--- src/design/cache_rd_config.svh ---
`ifndef CACHE_RD_CONFIG_SVH
`define CACHE_RD_CONFIG_SVH

// accessor address width in bits
`define CACHE_ADDR_W 32

// width of one data word
`define CACHE_DATA_W 32

// lines held by the slice
`define CACHE_WAYS 4

// words in one cache line
`define CACHE_LINE_WORDS 32

`endif

--- src/design/cache_rd_pkg.sv ---
`include "cache_rd_config.svh"

package cache_rd_pkg;

    localparam int TAG_W  = $clog2(`CACHE_WAYS);
    localparam int WORD_W = $clog2(`CACHE_LINE_WORDS);
    localparam int BYTE_W = 2;
    localparam int LINE_W = `CACHE_ADDR_W - WORD_W - BYTE_W;

    typedef logic [TAG_W-1:0] tag_t;

    typedef struct packed {
        logic [LINE_W-1:0] line;
        logic [WORD_W-1:0] word;
        logic [BYTE_W-1:0] byte_off;
    } cache_addr_fields_t;

    // one address word, seen raw or split into line, word and byte
    typedef union packed {
        logic [`CACHE_ADDR_W-1:0] raw;
        cache_addr_fields_t       fields;
    } cache_addr_u;

    typedef struct packed {
        tag_t              tag;
        logic [WORD_W-1:0] word;
    } mem_addr_t;

    // lookup replies and allocate replies share the status field
    typedef enum logic [2:0] {
        DIR_MISS         = 3'b000,
        DIR_HIT_CLEAN    = 3'b001,
        DIR_HIT_DIRTY    = 3'b010,
        DIR_HIT_SHARED   = 3'b011,
        DIR_HIT_OWNED    = 3'b110,
        DIR_VICTIM_CLEAN = 3'b101,
        DIR_VICTIM_DIRTY = 3'b111
    } dir_status_e;

    typedef enum logic [2:0] {
        DIR_LOOKUP    = 3'b001,
        DIR_ALLOCATE  = 3'b010,
        DIR_FILL_DONE = 3'b011
    } dir_cmd_e;

    typedef enum logic [1:0] {
        FETCH_WRITEBACK = 2'b00,
        FETCH_FILL      = 2'b01
    } fetch_cmd_e;

    typedef enum logic [3:0] {
        IDLE,
        NORM,
        WAIT_LOOKUP,
        WAIT_MEM,
        ALLOCATE_LINE,
        WB_REQ,
        WAIT_WB_DONE,
        FILL_REQ,
        WAIT_FILL_DONE,
        ACC_MEM,
        UPDATE_LIST,
        UPDATE_DONE
    } rd_state_e;

    typedef struct packed {
        dir_cmd_e                 cmd;
        logic [`CACHE_ADDR_W-1:0] index;
        tag_t                     tag;
    } dir_req_t;

    typedef struct packed {
        dir_status_e              status;
        tag_t                     tag;
        logic [`CACHE_ADDR_W-1:0] victim_index;
    } dir_rsp_t;

    typedef struct packed {
        fetch_cmd_e               cmd;
        tag_t                     tag;
        logic [`CACHE_ADDR_W-1:0] addr;
    } fetch_req_t;

endpackage

--- src/design/cache_rd_fsm.sv ---
`timescale 1ns/1ps
`include "cache_rd_config.svh"

module cache_rd_fsm (
    input  logic                      clk,
    input  logic                      rst_n,
    input  logic                      rd_valid_i,
    input  cache_rd_pkg::cache_addr_u rd_addr_i,
    input  logic                      hold_full_i,
    input  logic                      dir_hsk_i,
    input  cache_rd_pkg::dir_rsp_t    dir_rsp_i,
    input  logic                      fetch_ready_i,
    input  logic                      fetch_done_i,
    input  logic                      mem_hsk_i,
    input  cache_rd_pkg::tag_t        tag_q_i,
    output logic                      rd_ready_o,
    output cache_rd_pkg::rd_state_e   state_o,
    output cache_rd_pkg::cache_addr_u line_addr_o,
    output logic                      fetch_valid_o,
    output cache_rd_pkg::fetch_req_t  fetch_req_o
);
    import cache_rd_pkg::*;

    rd_state_e                state_q;
    rd_state_e                state_d;
    rd_state_e                lookup_ns;
    cache_addr_u              addr_q;
    cache_addr_u              fill_addr;
    logic [`CACHE_ADDR_W-1:0] victim_q;
    logic                     wb_pending_q;
    logic                     rd_hsk;
    logic                     fetch_hsk;

    assign state_o    = state_q;
    assign rd_ready_o = (state_q == IDLE || state_q == NORM) && !hold_full_i;
    assign rd_hsk     = rd_valid_i && rd_ready_o;
    assign fetch_hsk  = fetch_valid_o && fetch_ready_i;

    // address of the request in service, live in its accept cycle
    assign line_addr_o = rd_hsk ? rd_addr_i : addr_q;

    always_ff @(posedge clk) begin
        if (rd_hsk) begin
            addr_q <= rd_addr_i;
        end
        if (state_q == ALLOCATE_LINE && dir_hsk_i) begin
            victim_q <= dir_rsp_i.victim_index;
        end
    end

    always_ff @(posedge clk or negedge rst_n) begin
        if (!rst_n) begin
            wb_pending_q <= 1'b0;
        end else if (state_q == ALLOCATE_LINE && dir_hsk_i) begin
            wb_pending_q <= (dir_rsp_i.status == DIR_VICTIM_DIRTY);
        end else if (state_q == WAIT_WB_DONE && fetch_done_i) begin
            wb_pending_q <= 1'b0;
        end
    end

    // outcome of a lookup, shared by the accepting states
    always_comb begin
        if (!dir_hsk_i) begin
            lookup_ns = WAIT_LOOKUP;
        end else if (dir_rsp_i.status == DIR_MISS) begin
            lookup_ns = ALLOCATE_LINE;
        end else if (!mem_hsk_i) begin
            lookup_ns = WAIT_MEM;
        end else begin
            lookup_ns = NORM;
        end
    end

    always_comb begin
        state_d = state_q;
        case (state_q)
            IDLE:           state_d = rd_hsk ? lookup_ns : IDLE;
            NORM:           state_d = rd_hsk ? lookup_ns : IDLE;
            WAIT_LOOKUP:    state_d = lookup_ns;
            WAIT_MEM:       state_d = mem_hsk_i ? NORM : WAIT_MEM;
            ALLOCATE_LINE: begin
                if (dir_hsk_i) begin
                    state_d = (dir_rsp_i.status == DIR_VICTIM_DIRTY) ? WB_REQ : FILL_REQ;
                end
            end
            WB_REQ:         state_d = fetch_hsk ? WAIT_WB_DONE : WB_REQ;
            WAIT_WB_DONE:   state_d = fetch_done_i ? FILL_REQ : WAIT_WB_DONE;
            FILL_REQ:       state_d = fetch_hsk ? WAIT_FILL_DONE : FILL_REQ;
            WAIT_FILL_DONE: state_d = fetch_done_i ? ACC_MEM : WAIT_FILL_DONE;
            ACC_MEM:        state_d = mem_hsk_i ? UPDATE_LIST : ACC_MEM;
            UPDATE_LIST:    state_d = dir_hsk_i ? UPDATE_DONE : UPDATE_LIST;
            UPDATE_DONE:    state_d = NORM;
            default:        state_d = IDLE;
        endcase
    end

    always_ff @(posedge clk or negedge rst_n) begin
        if (!rst_n) begin
            state_q <= IDLE;
        end else begin
            state_q <= state_d;
        end
    end

    // fill goes to the line base of the held request
    always_comb begin
        fill_addr = addr_q;
        fill_addr.fields.word = '0;
        fill_addr.fields.byte_off = '0;
    end

    assign fetch_valid_o = (state_q == WB_REQ) || (state_q == FILL_REQ);

    always_comb begin
        fetch_req_o.tag = tag_q_i;
        if (wb_pending_q) begin
            fetch_req_o.cmd  = FETCH_WRITEBACK;
            fetch_req_o.addr = victim_q;
        end else begin
            fetch_req_o.cmd  = FETCH_FILL;
            fetch_req_o.addr = fill_addr.raw;
        end
    end

    a_fetch_hold: assert property (@(posedge clk) disable iff (!rst_n)
        fetch_valid_o && !fetch_ready_i |=> fetch_valid_o && $stable(fetch_req_o))
        else $error("fetch request dropped or changed before grant");

endmodule

--- src/design/cache_dir_req.sv ---
`timescale 1ns/1ps

module cache_dir_req (
    input  logic                      clk,
    input  logic                      rst_n,
    input  cache_rd_pkg::rd_state_e   state_i,
    input  logic                      rd_hsk_i,
    input  cache_rd_pkg::cache_addr_u line_addr_i,
    input  logic                      dir_req_ready_i,
    input  cache_rd_pkg::dir_rsp_t    dir_rsp_i,
    output logic                      dir_req_valid_o,
    output cache_rd_pkg::dir_req_t    dir_req_o,
    output logic                      dir_hsk_o,
    output cache_rd_pkg::tag_t        tag_q_o
);
    import cache_rd_pkg::*;

    cache_addr_u line_idx;

    always_comb begin
        line_idx = line_addr_i;
        line_idx.fields.word = '0;
        line_idx.fields.byte_off = '0;
    end

    always_comb begin
        dir_req_valid_o = 1'b0;
        dir_req_o.cmd   = DIR_LOOKUP;
        dir_req_o.index = line_idx.raw;
        dir_req_o.tag   = '0;
        if (rd_hsk_i || state_i == WAIT_LOOKUP) begin
            dir_req_valid_o = 1'b1;
        end else if (state_i == ALLOCATE_LINE) begin
            dir_req_valid_o = 1'b1;
            dir_req_o.cmd   = DIR_ALLOCATE;
        end else if (state_i == UPDATE_LIST) begin
            // fill complete on the allocated way
            dir_req_valid_o = 1'b1;
            dir_req_o.cmd   = DIR_FILL_DONE;
            dir_req_o.tag   = tag_q_o;
        end
    end

    assign dir_hsk_o = dir_req_valid_o && dir_req_ready_i;

    always_ff @(posedge clk) begin
        if (dir_hsk_o && dir_req_o.cmd != DIR_FILL_DONE) begin
            tag_q_o <= dir_rsp_i.tag;
        end
    end

    a_alloc_victim: assert property (@(posedge clk) disable iff (!rst_n)
        dir_hsk_o && dir_req_o.cmd == DIR_ALLOCATE |->
            dir_rsp_i.status inside {DIR_VICTIM_CLEAN, DIR_VICTIM_DIRTY})
        else $error("allocate reply carries no victim status");

endmodule

--- src/design/cache_mem_rd.sv ---
`timescale 1ns/1ps

module cache_mem_rd (
    input  cache_rd_pkg::rd_state_e   state_i,
    input  logic                      dir_hsk_i,
    input  cache_rd_pkg::dir_rsp_t    dir_rsp_i,
    input  cache_rd_pkg::tag_t        tag_q_i,
    input  cache_rd_pkg::cache_addr_u rd_addr_i,
    input  logic                      hold_full_i,
    input  logic                      mem_rready_i,
    output logic                      mem_ren_o,
    output cache_rd_pkg::mem_addr_t   mem_raddr_o,
    output logic                      mem_hsk_o
);
    import cache_rd_pkg::*;

    logic lookup_hit;

    // only lookups are granted in these states
    assign lookup_hit = dir_hsk_i && dir_rsp_i.status != DIR_MISS &&
                        (state_i == IDLE || state_i == NORM || state_i == WAIT_LOOKUP);

    always_comb begin
        mem_ren_o        = 1'b0;
        mem_raddr_o.tag  = tag_q_i;
        mem_raddr_o.word = rd_addr_i.fields.word;
        if (!hold_full_i) begin
            if (lookup_hit) begin
                // tag not yet registered in the grant cycle
                mem_ren_o       = 1'b1;
                mem_raddr_o.tag = dir_rsp_i.tag;
            end else if (state_i == WAIT_MEM || state_i == ACC_MEM) begin
                mem_ren_o = 1'b1;
            end
        end
    end

    assign mem_hsk_o = mem_ren_o && mem_rready_i;

    always_comb begin
        a_no_grant_held: assert final
            (!(dir_hsk_i && (state_i == WAIT_MEM || state_i == ACC_MEM)))
            else $error("directory granted while a read waits on the held tag");
    end

endmodule

--- src/design/cache_rd_resp.sv ---
`timescale 1ns/1ps
`include "cache_rd_config.svh"

module cache_rd_resp (
    input  logic                     clk,
    input  logic                     rst_n,
    input  logic                     mem_rdata_valid_i,
    input  logic [`CACHE_DATA_W-1:0] mem_rdata_i,
    input  logic                     mem_hsk_i,
    input  logic                     rd_data_ready_i,
    output logic                     rd_data_valid_o,
    output logic [`CACHE_DATA_W-1:0] rd_data_o,
    output logic                     rd_done_o,
    output logic                     hold_full_o
);
    logic                     hold_valid_q;
    logic [`CACHE_DATA_W-1:0] hold_data_q;
    logic                     hold_load;

    // held word goes out first
    assign rd_data_valid_o = hold_valid_q || mem_rdata_valid_i;
    assign rd_data_o       = hold_valid_q ? hold_data_q : mem_rdata_i;
    assign hold_full_o     = rd_data_valid_o && !rd_data_ready_i;

    // memory word not taken this cycle
    assign hold_load = mem_rdata_valid_i && (hold_valid_q || !rd_data_ready_i);

    always_ff @(posedge clk or negedge rst_n) begin
        if (!rst_n) begin
            hold_valid_q <= 1'b0;
            rd_done_o    <= 1'b0;
        end else begin
            rd_done_o <= mem_hsk_i;
            if (hold_load) begin
                hold_valid_q <= 1'b1;
            end else if (rd_data_ready_i) begin
                hold_valid_q <= 1'b0;
            end
        end
    end

    always_ff @(posedge clk) begin
        if (hold_load) begin
            hold_data_q <= mem_rdata_i;
        end
    end

    a_hold_overflow: assert property (@(posedge clk) disable iff (!rst_n)
        hold_valid_q && !rd_data_ready_i |-> !mem_rdata_valid_i)
        else $error("read word arrived while hold buffer is full");

endmodule

--- src/design/cache_rd_ctrl.sv ---
`timescale 1ns/1ps
`include "cache_rd_config.svh"

module cache_rd_ctrl (
    input  logic                      clk,
    input  logic                      rst_n,

    input  logic                      rd_valid_i,
    output logic                      rd_ready_o,
    input  cache_rd_pkg::cache_addr_u rd_addr_i,
    output logic                      rd_data_valid_o,
    input  logic                      rd_data_ready_i,
    output logic [`CACHE_DATA_W-1:0]  rd_data_o,
    output logic                      rd_done_o,

    output logic                      dir_req_valid_o,
    input  logic                      dir_req_ready_i,
    output cache_rd_pkg::dir_req_t    dir_req_o,
    input  cache_rd_pkg::dir_rsp_t    dir_rsp_i,

    output logic                      fetch_valid_o,
    input  logic                      fetch_ready_i,
    output cache_rd_pkg::fetch_req_t  fetch_req_o,
    input  logic                      fetch_done_i,

    output logic                      mem_ren_o,
    input  logic                      mem_rready_i,
    output cache_rd_pkg::mem_addr_t   mem_raddr_o,
    input  logic                      mem_rdata_valid_i,
    input  logic [`CACHE_DATA_W-1:0]  mem_rdata_i
);
    import cache_rd_pkg::*;

    rd_state_e   state;
    cache_addr_u line_addr;
    tag_t        tag_q;
    logic        rd_hsk;
    logic        dir_hsk;
    logic        mem_hsk;
    logic        hold_full;

    assign rd_hsk = rd_valid_i && rd_ready_o;

    cache_rd_fsm u_fsm (
        .clk           (clk),
        .rst_n         (rst_n),
        .rd_valid_i    (rd_valid_i),
        .rd_addr_i     (rd_addr_i),
        .hold_full_i   (hold_full),
        .dir_hsk_i     (dir_hsk),
        .dir_rsp_i     (dir_rsp_i),
        .fetch_ready_i (fetch_ready_i),
        .fetch_done_i  (fetch_done_i),
        .mem_hsk_i     (mem_hsk),
        .tag_q_i       (tag_q),
        .rd_ready_o    (rd_ready_o),
        .state_o       (state),
        .line_addr_o   (line_addr),
        .fetch_valid_o (fetch_valid_o),
        .fetch_req_o   (fetch_req_o)
    );

    cache_dir_req u_dir_req (
        .clk             (clk),
        .rst_n           (rst_n),
        .state_i         (state),
        .rd_hsk_i        (rd_hsk),
        .line_addr_i     (line_addr),
        .dir_req_ready_i (dir_req_ready_i),
        .dir_rsp_i       (dir_rsp_i),
        .dir_req_valid_o (dir_req_valid_o),
        .dir_req_o       (dir_req_o),
        .dir_hsk_o       (dir_hsk),
        .tag_q_o         (tag_q)
    );

    cache_mem_rd u_mem_rd (
        .state_i      (state),
        .dir_hsk_i    (dir_hsk),
        .dir_rsp_i    (dir_rsp_i),
        .tag_q_i      (tag_q),
        .rd_addr_i    (line_addr),
        .hold_full_i  (hold_full),
        .mem_rready_i (mem_rready_i),
        .mem_ren_o    (mem_ren_o),
        .mem_raddr_o  (mem_raddr_o),
        .mem_hsk_o    (mem_hsk)
    );

    cache_rd_resp u_rd_resp (
        .clk               (clk),
        .rst_n             (rst_n),
        .mem_rdata_valid_i (mem_rdata_valid_i),
        .mem_rdata_i       (mem_rdata_i),
        .mem_hsk_i         (mem_hsk),
        .rd_data_ready_i   (rd_data_ready_i),
        .rd_data_valid_o   (rd_data_valid_o),
        .rd_data_o         (rd_data_o),
        .rd_done_o         (rd_done_o),
        .hold_full_o       (hold_full)
    );

endmodule

--- config.mk ---
export PLATFORM = sky130hd
export DESIGN_NAME = cache_rd_ctrl
export DESIGN_NICKNAME = d
export VERILOG_FILES = /design/src/design/cache_rd_pkg.sv /design/src/design/cache_rd_fsm.sv /design/src/design/cache_dir_req.sv /design/src/design/cache_mem_rd.sv /design/src/design/cache_rd_resp.sv /design/src/design/cache_rd_ctrl.sv
export VERILOG_INCLUDE_DIRS = /design/src /design/src/design
export SDC_FILE = /design/constraint.sdc
export NUM_CORES = 1
export LEC_CHECK = 0
export ABC_CLOCK_PERIOD_IN_PS = 3500
export BUFFER_PORTS_ARGS = -buffer_cell sky130_fd_sc_hd__buf_2
export CAP_MARGIN = 25
export CORE_UTILIZATION = 41
export CTS_CLUSTER_SIZE = 25
export DETAILED_ROUTE_END_ITERATION = 10
export GPL_TIMING_DRIVEN = 0
export PLACE_DENSITY_LB_ADDON = 0.1
export SETUP_SLACK_MARGIN = 0.05
export SLEW_MARGIN = 20
export SYNTH_ARGS = -nofsm -noshare
export SYNTH_HDL_FRONTEND = slang
export SYNTH_SLANG_ARGS = --single-unit
export TNS_END_PERCENT = 30
--- constraint.sdc ---
create_clock -name clk -period 3.5 [get_ports clk]
set_input_delay 0.7 -clock clk [delete_from_list [all_inputs] [get_ports clk]]
set_output_delay 0.7 -clock clk [all_outputs]
set_load 0.005 [all_outputs]
==> flow_summary.yaml <==
outcome:
  status: "completed"
placed_design:
  portBuffers: 216
  placed_cells_incl_taps: 664
  gp_congestion: 0.881
  dp_hpwl_mm: 8.29
logic_synthesis:
  synth_area_leaders: "edfxtp_1, mux2_2, dfxtp_1"
  synthFlopType: "edfxtp_1"
  syn_area_um2: 4450
  yosysUniqueCellTypes: 48
  synth_area_leader_cell: "edfxtp_1"
  synthCells: 302
  async_flop_share_pct: 6.80
  yosysSeqAreaShare_pct: 62.0
  synth_edf_count: 66
  avgSynthCellArea_um2: 14.7
  synth_warnings: 0
  ys_ff_latch: 103
  synth_top_area_share_pct: 44.5
pwr:
  ir_worst_vdd_uv: 427
  power.density_nw_per_um2: 711
  p_total_mw: 4.26
  p_leak_nw: 2.62
timing:
  relSlewSlack_pct: 61.1
  finalCritPeriodShare_pct: 93.2
  setup_tns_ns: 0
  min_period_ns: 3.26
  slew_violations: 0
  finalSetupViolCount: 0
  max_freq_mhz: 306
  rsz0062_at_grt: "no"
  final_hold_viol_count: 0
  fin_skew_ns: 0.00927
  worstMarginPinSlew_ns: 0.583
clocking:
  worst_skew_pair.late_latency_ns: 0.38
  ctsResizeCount: 1
  cts-root-buf: "clkbuf_8"
  cts-buffers-inserted: 9
  path_clk_slew_ns: 0.09
  clock_sinks: 103
  cts_hold_buffers: 0
  cts_setup_buffers: 0
  cts_buffer_depth: 2
  cts_tree: "done"
  h-tree-depth: 3
critical_path:
  cpLargestDelayFamily: "compound AO/OA/AOI/OAI gates"
  cp-end-kind: "output pin"
  crit_chain: "or4b_1 > buf_2 > o31a_4 > a2111oi_4 > mux2_1 > buf_2"
  rr_endpoint: "u_fsm.addr_q[8]"
  rr_startpoint: "u_fsm.state_o[1]"
  critical_path_arrival_ns: 2.56
  cp_slowest_stage_delay_ns: 0.51
  r2r_cells: 4
  crit_type: "flop to output pin"
  rrSetupSlack_ns: 1.46
  crit_required_ns: 2.80
  cp_max_fo: 8
  path_common_cell: "buf_2"
  cp.buffers_inverters: 2
  critPathLaunchType: "flop"
  cp_slowest_cell: "or4b_1"
routing:
  drtAntennaViolNets: 0
  dr.pass1.iters: 4
  routedWlPerCell_um: 15.7
  drt-vias-per-instance: 4.90
  drt_iter0_markers: 179
  dr_total_vias: 3333
  drc: 0
  routed_wl_mm: 10.7
layout:
  fillers: 887
  drive_above_1_share_pct: 62.5
  seq_area_um2: 2760
  syn_to_final_growth_pct: 34.4
  final_cells: 680
  n_antenna_cell: 0
  final_cell_mix: "buf_2, mux2_2, edfxtp_1"
  final_common_cell: "buf_2"
  multiInputGateArea_um2: 1600
  nNetsFinal: 649
global_route:
  grt_pass1_vias: 3280
  grtUsageTotal_pct: 19.5
  grt_first_pass_wirelength_mm: 16.7
  grt_overflow: 0
  antenna_found_initial: 0
  grt_max_degree: 27
run:
  drv_cap: 0
die:
  floorplan.initialDensity_pct: 42.7
  die-area_um2: 11300
  row_count: 37
  die_w_um: 106
  core_um2: 10400
  die_h_um: 106
  ioPinCount: 228
worst_hold_path:
  holdCritPathClass: "input port to asynchronous set/reset pin"
==> flip-flops by register name (all words and copies together) (netlist names) <==
signal and count:
u_fsm.wb_pending_q 1, u_rd_resp.rd_done_o 1, u_fsm.state_o 4, u_rd_resp.hold_data_q 32, u_dir_req.tag_q_o 2, u_rd_resp.hold_valid_q 1
u_fsm.addr_q 30, u_fsm.victim_q 32
==> logic make-up after synthesis <==
group | count (synthesis) | synth area share (%)
simple gates | 46 | 6.10
buf+inv | 29 | 3.23
other cells | 1 | 0.0843
xor+xnor | 1 | 0.197
mux | 90 | 22.7
compound gates | 32 | 5.68
flops | 103 | 62.0
==> cells in the mapped netlist, drive strengths merged (2+ instances only) <==
library cell / n
edfxtp: 66
o31a: 2
or2: 2
dfrtp: 7
o21bai: 2
mux2: 89
nor3: 3
a211oi: 2
inv: 4
nor2b: 5
dfxtp: 30
nor2: 4
nand2b: 3
and3: 4
buf: 11
o21ai: 5
a21boi: 2
nand2: 8
and2: 9
clkbuf: 14
o311ai: 2
a21oi: 6
==> how the worst max path moves through the flow <==
| stage | end | slack [ns] | start | depth (start not counted) |
|---|---|---|---|---|
| final | mem_raddr_o[5] | 0.24 | u_fsm.state_o[0] | 6 |
| after global routing | mem_raddr_o[6] | 0.05 | u_fsm.state_o[1] | 5 |
| after CTS | dir_req_o[14] | 0.03 | u_rd_resp.hold_valid_q | 6 |
| after detailed placement | dir_req_o[32] | 0.20 | rd_data_ready_i | 6 |
| after global placement | u_fsm.wb_pending_q | -0.22 | u_fsm.state_o[0] | 4 |
| after floorplan | u_fsm.victim_q[0] | 0.59 | u_fsm.state_o[0] | 3 |
==> routing by layer <==
layer | up-vias | wire, um | track usage, %
met5 | - | 0 | 0
met4 | 0 | 206 | 6.65
met3 | 15 | 1070 | 8.22
met2 | 170 | 5180 | 32.6
met1 | 1560 | 4220 | 22.3
li1 | 1588 | - | -
==> layout make-up <==
cell class | instances | share of cell area (%)
buffer | 25 | 2.20
clock buffer | 11 | 2.36
clock inverter | 5 | 0.565
inverter | 4 | 0.251
multi-input combinational | 178 | 26.8
sequential | 103 | 46.1
tap | 136 | 2.84
timing repair buffer | 218 | 18.9
==> per-stage QoR <==
stage / hold slack [ns] / util (%) / cell area (um^2) / worst slack [ns]
2_1_floorplan: 0.404 / - / 4480 / 0.585
6_report: 0.154 / 57.4 / 5980 / 0.237
5_1_grt: 0.142 / 57.4 / 5980 / 0.0508
3_3_place_gp: 0.454 / 55.0 / 5730 / -0.223
4_1_cts: 0.133 / 57.4 / 5970 / 0.0337
3_5_place_dp: 0.462 / 55.7 / 5800 / 0.200
==> power by group <==
| part | internal [mW] | total (mW) | switching, mW |
|---|---|---|---|
| clock network | 0.277 | 0.673 | 0.396 |
| registers | 1.58 | 1.71 | 0.130 |
| logic | 0.993 | 1.87 | 0.878 |
(Power assumes the default switching activity.)
